`config.mk`:
```
export PLATFORM = sky130hd
export DESIGN_NAME = lsu_top
export DESIGN_NICKNAME = d
export VERILOG_FILES = /design/src/source/lsu_pkg.sv /design/src/source/lsu_top.sv /design/src/source/load_align.sv /design/src/source/data_ram.sv /design/src/source/store_buffer.sv /design/src/source/lsu_request_decode.sv
export SDC_FILE = /design/constraint.sdc
export NUM_CORES = 2
export LEC_CHECK = 0
export BUFFER_PORTS_ARGS = -buffer_cell sky130_fd_sc_hd__buf_2
export CAP_MARGIN = 20
export CORE_MARGIN = 2
export CORE_UTILIZATION = 45
export DETAILED_ROUTE_END_ITERATION = 10
export PLACE_DENSITY_LB_ADDON = 0.12
export REMOVE_ABC_BUFFERS = 1
export SYNTH_ARGS = -nofsm -noshare
export SYNTH_HDL_FRONTEND = slang
export SYNTH_SLANG_ARGS = --single-unit
```
`constraint.sdc`:
```
create_clock -name clk -period 7.9 [get_ports clk]
set_input_delay 1.185 -clock clk [delete_from_list [all_inputs] [get_ports clk]]
set_output_delay 1.185 -clock clk [all_outputs]
set_load 0.03 [all_outputs]
```
`src/source/lsu_pkg.sv`:
```
`default_nettype none

package lsu_pkg;

    // Datapath and address width
    localparam int xlen      = 32;
    localparam int mask_w    = xlen / 8;   // One strobe bit per byte lane

    // Width of the tag the ROB hands out per instruction
    localparam int rob_idx_w = 4;

    // Store buffer geometry
    localparam int sb_depth  = 4;
    localparam int sb_ptr_w  = 2;          // Wraps naturally at sb_depth

    // Data RAM size, in words
    localparam int ram_words  = 64;
    localparam int ram_addr_w = 6;

    // RV32 load funct3 encodings
    // Bit 2 selects zero extension, bits 1:0 the access size
    localparam logic [2:0] f3_lb  = 3'b000;
    localparam logic [2:0] f3_lh  = 3'b001;
    localparam logic [2:0] f3_lw  = 3'b010;
    localparam logic [2:0] f3_lbu = 3'b100;
    localparam logic [2:0] f3_lhu = 3'b101;

    // RV32 store funct3 encodings, same size field as loads
    localparam logic [2:0] f3_sb  = 3'b000;
    localparam logic [2:0] f3_sh  = 3'b001;
    localparam logic [2:0] f3_sw  = 3'b010;

endpackage

`default_nettype wire
```
`src/source/lsu_top.sv`:
```
`default_nettype none
`timescale 1ns/10ps

// Memory stage: request decode, store buffer, data RAM and load alignment
module lsu_top (
    input  wire                               clk,
    input  wire                               rst_n,
    input  wire  [lsu_pkg::xlen-1:0]          addr,
    input  wire  [lsu_pkg::xlen-1:0]          wdata,
    input  wire  [2:0]                        funct3,
    input  wire  [lsu_pkg::rob_idx_w-1:0]     rob_idx,
    input  wire                               store_req,
    input  wire                               load_req,
    input  wire                               complete,
    input  wire  [lsu_pkg::rob_idx_w-1:0]     complete_idx,
    input  wire                               exception,
    output logic                              stall,
    output logic                              load_valid,
    output logic [lsu_pkg::xlen-1:0]          load_data
);

    // Decode stage outputs
    logic                           dec_store;
    logic                           dec_load;
    logic [lsu_pkg::ram_addr_w-1:0] dec_word;
    logic [1:0]                     dec_byte_off;
    logic [lsu_pkg::mask_w-1:0]     dec_mask;
    logic [lsu_pkg::xlen-1:0]       dec_wdata;
    logic [2:0]                     dec_funct3;
    logic [lsu_pkg::rob_idx_w-1:0]  dec_rob_idx;

    // Drain port into the RAM
    logic                           mem_we;
    logic [lsu_pkg::ram_addr_w-1:0] mem_word;
    logic [lsu_pkg::mask_w-1:0]     mem_mask;
    logic [lsu_pkg::xlen-1:0]       mem_wdata;

    // Load return path
    logic [lsu_pkg::mask_w-1:0]     fwd_mask;
    logic [lsu_pkg::xlen-1:0]       fwd_data;
    logic [lsu_pkg::xlen-1:0]       rd_data;

    lsu_request_decode lsu_request_decode_i (
        .clk, .rst_n, .addr, .wdata, .funct3, .rob_idx, .store_req, .load_req, .stall,
        .dec_store, .dec_load, .dec_word, .dec_byte_off, .dec_mask, .dec_wdata,
        .dec_funct3, .dec_rob_idx
    );

    store_buffer store_buffer_i (
        .clk, .rst_n, .dec_store, .dec_load, .dec_word, .dec_mask, .dec_wdata,
        .dec_rob_idx, .complete, .complete_idx, .exception, .stall,
        .mem_we, .mem_word, .mem_mask, .mem_wdata, .fwd_mask, .fwd_data
    );

    data_ram data_ram_i (
        .clk,
        .we    (mem_we),
        .waddr (mem_word),
        .wmask (mem_mask),
        .wdata (mem_wdata),
        .re    (dec_load),     // Read in step with the forwarding lookup
        .raddr (dec_word),
        .rdata (rd_data)
    );

    load_align load_align_i (
        .clk, .rst_n, .dec_load, .dec_byte_off, .dec_funct3, .fwd_mask, .fwd_data,
        .rd_data, .load_valid, .load_data
    );

endmodule

`default_nettype wire

```
`src/source/load_align.sv`:
```
`default_nettype none
`timescale 1ns/10ps

// Load result path: merge forwarded bytes over RAM data, align and extend
module load_align (
    input  wire                               clk,
    input  wire                               rst_n,
    input  wire                               dec_load,
    input  wire  [1:0]                        dec_byte_off,
    input  wire  [2:0]                        dec_funct3,
    input  wire  [lsu_pkg::mask_w-1:0]        fwd_mask,
    input  wire  [lsu_pkg::xlen-1:0]          fwd_data,
    input  wire  [lsu_pkg::xlen-1:0]          rd_data,
    output logic                              load_valid,
    output logic [lsu_pkg::xlen-1:0]          load_data
);

    logic                       valid_q;
    logic [1:0]                 off_q;
    logic [2:0]                 f3_q;
    logic [lsu_pkg::xlen-1:0]   merged;
    logic [lsu_pkg::xlen-1:0]   shifted;

    // One stage to line up with the RAM read register
    always_ff @(posedge clk) begin
        if (!rst_n)
            valid_q <= 1'b0;
        else
            valid_q <= dec_load;
    end

    always_ff @(posedge clk) begin
        off_q <= dec_byte_off;
        f3_q  <= dec_funct3;
    end

    always_comb begin
        // Buffered store bytes win over RAM
        for (int b = 0; b < lsu_pkg::mask_w; b++) begin
            merged[8*b +: 8] = fwd_mask[b] ? fwd_data[8*b +: 8] : rd_data[8*b +: 8];
        end
        shifted = merged >> {off_q, 3'b000};   // Addressed lane down to bit 0
        case (f3_q)
            lsu_pkg::f3_lb:  load_data = {{24{shifted[7]}}, shifted[7:0]};
            lsu_pkg::f3_lh:  load_data = {{16{shifted[15]}}, shifted[15:0]};
            lsu_pkg::f3_lbu: load_data = {24'b0, shifted[7:0]};
            lsu_pkg::f3_lhu: load_data = {16'b0, shifted[15:0]};
            default:         load_data = shifted;   // lw, offset is zero
        endcase
    end

    assign load_valid = valid_q;

endmodule

`default_nettype wire

```
`src/source/data_ram.sv`:
```
`default_nettype none
`timescale 1ns/10ps

// Word RAM, byte-enabled write port and one registered read port
module data_ram (
    input  wire                               clk,
    input  wire                               we,
    input  wire  [lsu_pkg::ram_addr_w-1:0]    waddr,
    input  wire  [lsu_pkg::mask_w-1:0]        wmask,
    input  wire  [lsu_pkg::xlen-1:0]          wdata,
    input  wire                               re,
    input  wire  [lsu_pkg::ram_addr_w-1:0]    raddr,
    output logic [lsu_pkg::xlen-1:0]          rdata
);

    logic [lsu_pkg::xlen-1:0] mem [lsu_pkg::ram_words];

    // Read port
    // Same-address collision returns the word before this edge's write
    always_ff @(posedge clk) begin
        if (re) begin
            rdata <= mem[raddr];
        end
    end

    // Write port, one lane per strobe bit
    always_ff @(posedge clk) begin
        if (we) begin
            for (int b = 0; b < lsu_pkg::mask_w; b++) begin
                if (wmask[b]) begin
                    mem[waddr][8*b +: 8] <= wdata[8*b +: 8];
                end
            end
        end
    end

endmodule

`default_nettype wire

```
`src/source/store_buffer.sv`:
```
`default_nettype none
`timescale 1ns/10ps

// Circular queue of pending stores with commit marks and byte forwarding
module store_buffer (
    input  wire                               clk,
    input  wire                               rst_n,
    input  wire                               dec_store,
    input  wire                               dec_load,
    input  wire  [lsu_pkg::ram_addr_w-1:0]    dec_word,
    input  wire  [lsu_pkg::mask_w-1:0]        dec_mask,
    input  wire  [lsu_pkg::xlen-1:0]          dec_wdata,
    input  wire  [lsu_pkg::rob_idx_w-1:0]     dec_rob_idx,
    input  wire                               complete,
    input  wire  [lsu_pkg::rob_idx_w-1:0]     complete_idx,
    input  wire                               exception,
    output logic                              stall,
    output logic                              mem_we,
    output logic [lsu_pkg::ram_addr_w-1:0]    mem_word,
    output logic [lsu_pkg::mask_w-1:0]        mem_mask,
    output logic [lsu_pkg::xlen-1:0]          mem_wdata,
    output logic [lsu_pkg::mask_w-1:0]        fwd_mask,
    output logic [lsu_pkg::xlen-1:0]          fwd_data
);

    // Entry state
    logic [lsu_pkg::sb_depth-1:0]   valid;
    logic [lsu_pkg::sb_depth-1:0]   committed;
    logic [lsu_pkg::ram_addr_w-1:0] ent_word [lsu_pkg::sb_depth];
    logic [lsu_pkg::mask_w-1:0]     ent_mask [lsu_pkg::sb_depth];
    logic [lsu_pkg::xlen-1:0]       ent_data [lsu_pkg::sb_depth];
    logic [lsu_pkg::rob_idx_w-1:0]  ent_rob  [lsu_pkg::sb_depth];

    logic [lsu_pkg::sb_ptr_w-1:0]   head;          // Oldest entry
    logic [lsu_pkg::sb_ptr_w-1:0]   tail;          // Next free slot
    logic [lsu_pkg::sb_ptr_w:0]     count;         // One extra bit to tell full from empty
    logic [lsu_pkg::sb_ptr_w:0]     count_next;
    logic [lsu_pkg::sb_ptr_w:0]     n_keep;

    logic [lsu_pkg::sb_depth-1:0]   done_hit;      // Entry being completed this cycle
    logic [lsu_pkg::sb_depth-1:0]   keep;          // Entry survives an exception
    logic                           drain;

    logic [lsu_pkg::sb_ptr_w-1:0]   fwd_idx;
    logic [lsu_pkg::mask_w-1:0]     fwd_mask_c;
    logic [lsu_pkg::xlen-1:0]       fwd_data_c;

    // A completion in the same cycle as an exception still counts
    always_comb begin
        for (int i = 0; i < lsu_pkg::sb_depth; i++) begin
            done_hit[i] = complete & valid[i] & ~committed[i]
                        & (ent_rob[i] == complete_idx);
        end
        keep = valid & (committed | done_hit);
    end

    // Kept entries are a prefix from head, so their number gives the new tail
    always_comb begin
        n_keep = '0;
        for (int i = 0; i < lsu_pkg::sb_depth; i++) begin
            n_keep = n_keep + keep[i];
        end
    end

    // Oldest entry goes to RAM as soon as it is committed
    assign drain     = valid[head] & committed[head];
    assign mem_we    = drain;
    assign mem_word  = ent_word[head];
    assign mem_mask  = ent_mask[head];
    assign mem_wdata = ent_data[head];

    // Count the store still in decode so it always finds a free slot
    assign stall = (count + dec_store) >= lsu_pkg::sb_depth;

    always_comb begin
        if (exception)
            count_next = n_keep - drain;                 // Draining entry is a kept one
        else
            count_next = count + dec_store - drain;
    end

    // Control state
    always_ff @(posedge clk) begin
        if (!rst_n) begin
            valid     <= '0;
            committed <= '0;
            head      <= '0;
            tail      <= '0;
            count     <= '0;
        end else begin
            committed <= committed | done_hit;
            if (exception) begin
                valid <= keep;                           // Speculative stores gone
                tail  <= head + n_keep[lsu_pkg::sb_ptr_w-1:0];
            end else if (dec_store) begin
                valid[tail]     <= 1'b1;
                committed[tail] <= 1'b0;
                tail            <= tail + 1'b1;
            end
            if (drain) begin
                valid[head]     <= 1'b0;                 // Freed at the RAM write edge
                committed[head] <= 1'b0;
                head            <= head + 1'b1;
            end
            count <= count_next;
        end
    end

    // Entry payload, written into the free slot at tail
    always_ff @(posedge clk) begin
        if (dec_store) begin
            ent_word[tail] <= dec_word;
            ent_mask[tail] <= dec_mask;
            ent_data[tail] <= dec_wdata;
            ent_rob[tail]  <= dec_rob_idx;
        end
    end

    // Walk oldest to youngest so the youngest match overwrites each byte
    always_comb begin
        fwd_mask_c = '0;
        fwd_data_c = '0;
        fwd_idx    = head;
        for (int i = 0; i < lsu_pkg::sb_depth; i++) begin
            // Entries flushed this cycle are not forwarded
            if (valid[fwd_idx] && (!exception || keep[fwd_idx])
                && ent_word[fwd_idx] == dec_word) begin
                for (int b = 0; b < lsu_pkg::mask_w; b++) begin
                    if (ent_mask[fwd_idx][b]) begin
                        fwd_mask_c[b]        = 1'b1;
                        fwd_data_c[8*b +: 8] = ent_data[fwd_idx][8*b +: 8];
                    end
                end
            end
            fwd_idx = fwd_idx + 1'b1;
        end
    end

    // Captured at the same edge as the RAM read
    always_ff @(posedge clk) begin
        if (dec_load) begin
            fwd_mask <= fwd_mask_c;
            fwd_data <= fwd_data_c;
        end
    end

endmodule

`default_nettype wire

```
`src/source/lsu_request_decode.sv`:
```
`default_nettype none
`timescale 1ns/10ps

// Request register stage in front of the store buffer and the RAM
module lsu_request_decode (
    input  wire                               clk,
    input  wire                               rst_n,
    input  wire  [lsu_pkg::xlen-1:0]          addr,
    input  wire  [lsu_pkg::xlen-1:0]          wdata,
    input  wire  [2:0]                        funct3,
    input  wire  [lsu_pkg::rob_idx_w-1:0]     rob_idx,
    input  wire                               store_req,
    input  wire                               load_req,
    input  wire                               stall,
    output logic                              dec_store,
    output logic                              dec_load,
    output logic [lsu_pkg::ram_addr_w-1:0]    dec_word,
    output logic [1:0]                        dec_byte_off,
    output logic [lsu_pkg::mask_w-1:0]        dec_mask,
    output logic [lsu_pkg::xlen-1:0]          dec_wdata,
    output logic [2:0]                        dec_funct3,
    output logic [lsu_pkg::rob_idx_w-1:0]     dec_rob_idx
);

    logic                        aligned;
    logic [lsu_pkg::mask_w-1:0]  mask_c;
    logic [lsu_pkg::xlen-1:0]    lanes_c;

    // Size lives in funct3[1:0] for both loads and stores
    always_comb begin
        case (funct3[1:0])
            2'b00: begin
                aligned = 1'b1;                                  // Bytes always fit
                mask_c  = {{(lsu_pkg::mask_w-1){1'b0}}, 1'b1} << addr[1:0];
                lanes_c = {4{wdata[7:0]}};                       // Byte copied to every lane
            end
            2'b01: begin
                aligned = ~addr[0];                              // Halfword on even address
                mask_c  = {{(lsu_pkg::mask_w-2){1'b0}}, 2'b11} << addr[1:0];
                lanes_c = {2{wdata[15:0]}};
            end
            2'b10: begin
                aligned = (addr[1:0] == 2'b00);
                mask_c  = {lsu_pkg::mask_w{1'b1}};
                lanes_c = wdata;
            end
            default: begin
                // Size 3 does not exist in RV32, treated as misaligned
                aligned = 1'b0;
                mask_c  = '0;
                lanes_c = wdata;
            end
        endcase
    end

    // Strobes; a store under stall is silently lost here
    always_ff @(posedge clk) begin
        if (!rst_n) begin
            dec_store <= 1'b0;
            dec_load  <= 1'b0;
        end else begin
            dec_store <= store_req & ~stall & aligned;
            dec_load  <= load_req & aligned;
        end
    end

    // Payload follows every cycle, only meaningful with a strobe
    always_ff @(posedge clk) begin
        dec_word     <= addr[lsu_pkg::ram_addr_w+1:2];   // Word index above the byte offset
        dec_byte_off <= addr[1:0];
        dec_mask     <= mask_c;
        dec_wdata    <= lanes_c;
        dec_funct3   <= funct3;
        dec_rob_idx  <= rob_idx;
    end

endmodule

`default_nettype wire

```
==> metrics.txt <==
Post-route DRC=0; CTS root buffer=clkbuf_16; area of the mapped netlist=96000 um2; Warnings, synthesis=0; Die W=466 um; Die Area=217000 um2; per-cell via count in the routed design=5.97; largest cells by area after synthesis=edfxtp_1, mux4_2, dfxtp_1; Unique masters post-synth=66; number of endpoints with negative hold slack in the final report=0; proportion of synthesized chip area in sequential cells=73.5%; worst setup path class=reg -> reg; share of synthesized flip-flops with an asynchronous set or reset=0%; met3 global-route usage=3.30%; number of violations of the max-capacitance limit=0; die height=466 um; total via count in the routed design=46900; Worst-path clk slew=0.06 ns; Max Fanout on Critical Path=56; area taken by flip-flops and latches=70600 um2; Net count, final=4942; clock network latency to the later pin of the worst-skew pair=0.93 ns; post-DR wirelength/cell=31.4 um; Min-Delay Path Depth=0; Final min period=5.40 ns; number of antenna violations at the first check in global routing=12; Setup crit start kind=flip-flop; number of buffers inserted during clock tree synthesis=274; total routing usage reported by global routing=22.7%; power density relative to cell area=248 nW/um2; setup repair bufs after CTS=0; setup repair after global routing missed its margin=false; maximum number of pins on one net before global-route repair=101; cells resized by post-CTS repair=0; site row count=169; clock tree from TritonCTS=yes; final worst-path setup slack=2.50 ns; detailed placer's ending HPWL=148000 um; outcome=complete, no violations; met2 Use GR=36.3%; Fmax achieved=185 MHz; number of slew-limit violations in the final report=0; detailed-routing iteration count for the pre-antenna-repair pass=6; area share of the largest cell type after synthesis=71.9%; number of synthesized flops with an enable pin=2300; Primary FF master, synth=edfxtp_1; area occupied by multi-input gates=24200 um2; total negative slack=0 ns; aggregate routed wire length=246000 um; number of filler instances in the final layout=16900; Pleak=33.2 nW; min-delay worst type=reg -> reg; global-route wire length before repair=352000 um; headroom to the max-slew limit=22.2%; gpl congestion=0.816; Ports=115; Antenna Nets Post-Route=0; critical path endpoint category=flip-flop; most frequently used cell type in the post-synthesis netlist=edfxtp_1; count of input and output buffers=90; H-tree levels=5; worst slack, placed=2.48 ns; worst clock skew on the final layout=0.0514 ns; per-instance average area after synthesis=20.6 um2; buffers from clock root to sink, at most=4; DRT iter0 DRCs=4757; synth-to-layout area growth=12.4%; largest area contributor in the netlist=edfxtp_1; total clock sinks=2376; most utilized layer in the global route result=met2; remaining global-route overflow=0; count of hold buffers inserted by post-cts repair=0; share of post-route cells with drive strength above 1=26.9%; Arrival @ worst endpoint=6.04 ns; via count of the first global-routing pass=47500; total setup violations reported at the end of the flow=0; Period Utilization, post-route=68.4%; met1 demand-to-capacity share in global routing=32.2%; maximum VDD drop=0.257 mV; number of storage elements in the synthesis netlist=2376; cells on worst reg2reg path=12; cell types with the highest counts after synthesis=edfxtp_1, mux4_2, nor2_1; effective utilization at floorplan=45.3%; Post-Synthesis Cells=4664; transition time at the pin with the least slew margin=1.13 ns; placeable core region=212000 um2; Req. time, crit path=8.54 ns
state kept, by name (all words and copies together) (netlist names), 4 cells and up, named ones only:
| name | flops |
|---|---|
| data_ram_i.mem | 2048 |
| data_ram_i.rdata | 32 |
| lsu_request_decode_i.dec_mask | 4 |
| lsu_request_decode_i.dec_rob_idx | 4 |
| lsu_request_decode_i.dec_wdata | 32 |
| lsu_request_decode_i.dec_word | 6 |
| store_buffer_i.committed | 4 |
| store_buffer_i.ent_data | 128 |
| store_buffer_i.ent_mask | 16 |
| store_buffer_i.ent_rob | 16 |
| store_buffer_i.ent_word | 24 |
| store_buffer_i.fwd_data | 32 |
| store_buffer_i.fwd_mask | 4 |
| store_buffer_i.valid | 4 |
layout make-up:
type                       instances  area share [%]
antenna                           13          0.0301
clock buffer                     351            6.85
clock inverter                   103           0.732
inverter                          25          0.0869
multi-input combinational       1975            22.4
sequential                      2376            65.4
tap                             2821            3.27
timing repair buffer             191            1.21
per-stage QoR:
step | total power [W] | hold WS [ns] | util (%) | instances | cell area, um2
floorplan | 0.0153 | 0.310 | - | 4376 | 94800
global placement | 0.0153 | 0.313 | 47.0 | 7380 | 99700
detailed placement | 0.0153 | 0.314 | 47.0 | 7380 | 99700
CTS | 0.0270 | 0.296 | 50.9 | 7834 | 108000
global route | 0.0275 | 0.317 | 50.9 | 7849 | 108000
finish | 0.0268 | 0.325 | 50.9 | 7855 | 108000
per-layer routing:
metal  share of wire, %  vias to the layer above
li1                   -                    19800
met1                 42                    25300
met2                 49                     1470
met3                5.5                      400
met4                3.6                        0
met5                  0                        -
placed cells by master (no fill, tap or decap), types with 13 or more instances in the layout:
cell type  netlist  layout
edfxtp_1      2300    2300
mux4_2         716     716
nor2_1         315     315
clkbuf_16        0     283
nand2_1        156     153
mux2i_1        137     137
buf_2           43      92
buf_4            3      89
o21ai_0         80      80
mux2_2          72      72
dfxtp_1         76      66
clkbuf_1       177      62
clkinv_1         0      58
a21oi_1         53      53
a211oi_1        49      49
and2_1          47      43
xnor2_1         27      27
nand3_1         25      25
xor2_1          25      25
nor2b_1         24      24
inv_1           25      24
a311o_1         23      23
clkinv_2         0      22
nor3_1          17      16
a31oi_1         15      15
a21o_1          15      15
ha_1            16      15
a2bb2oi_1       14      14
a311oi_1        14      14
diode_2          0      13
and3_1          13      13
a32oi_1         13      13
worst max-delay path: stages, from the launching register on:
cell and delay (ns):
dfxtp_4 0.41, inv_2 0.06, buf_4 0.58, ha_4 0.52, buf_4 0.71, mux2i_1 0.31
xnor2_1 0.18, nor3_1 0.07, o21ai_0 0.26, buf_4 0.24, or4_1 0.70, o21ai_1 0.49
or3b_2 0.57
cells by family (layout without fill, tap and decap cells):
logic type / count (synthesis) / in the layout / share of synthesized area [%]
other cells: 0 / 13 / 0
buf+inv: 313 / 670 / 1.34
xor+xnor: 52 / 52 / 0.474
fa+ha+maj: 18 / 18 / 0.250
compound gates: 336 / 336 / 2.42
mux: 925 / 925 / 19.1
flops: 2376 / 2376 / 73.5
simple gates: 644 / 644 / 2.95
power by group:
group | total, W | switching (W) | leakage, nW | internal, W
Clock | 0.0118 | 0.00484 | 3.99 | 0.00695
Combinational | 0.00113 | 0.000674 | 7.91 | 0.000459
Sequential | 0.0139 | 0.0000615 | 21.3 | 0.0138
path summary, 6_finish.rpt:
check | start | end | slack (ns)
worst max-delay path | store_buffer_i.head[0]$_SDFFE_PN0P_ | store_buffer_i.fwd_mask[1]$_DFFE_PP_ | 2.50
worst min-delay path | lsu_request_decode_i.dec_funct3[1]$_DFF_P_ | load_align_i.f3_q[1]$_DFF_P_ | 0.32
worst max register to register | store_buffer_i.head[0]$_SDFFE_PN0P_ | store_buffer_i.fwd_mask[1]$_DFFE_PP_ | 2.50
worst min register to register | lsu_request_decode_i.dec_funct3[1]$_DFF_P_ | load_align_i.f3_q[1]$_DFF_P_ | 0.32
No activity file was read; power rests on OpenSTA's default activity.
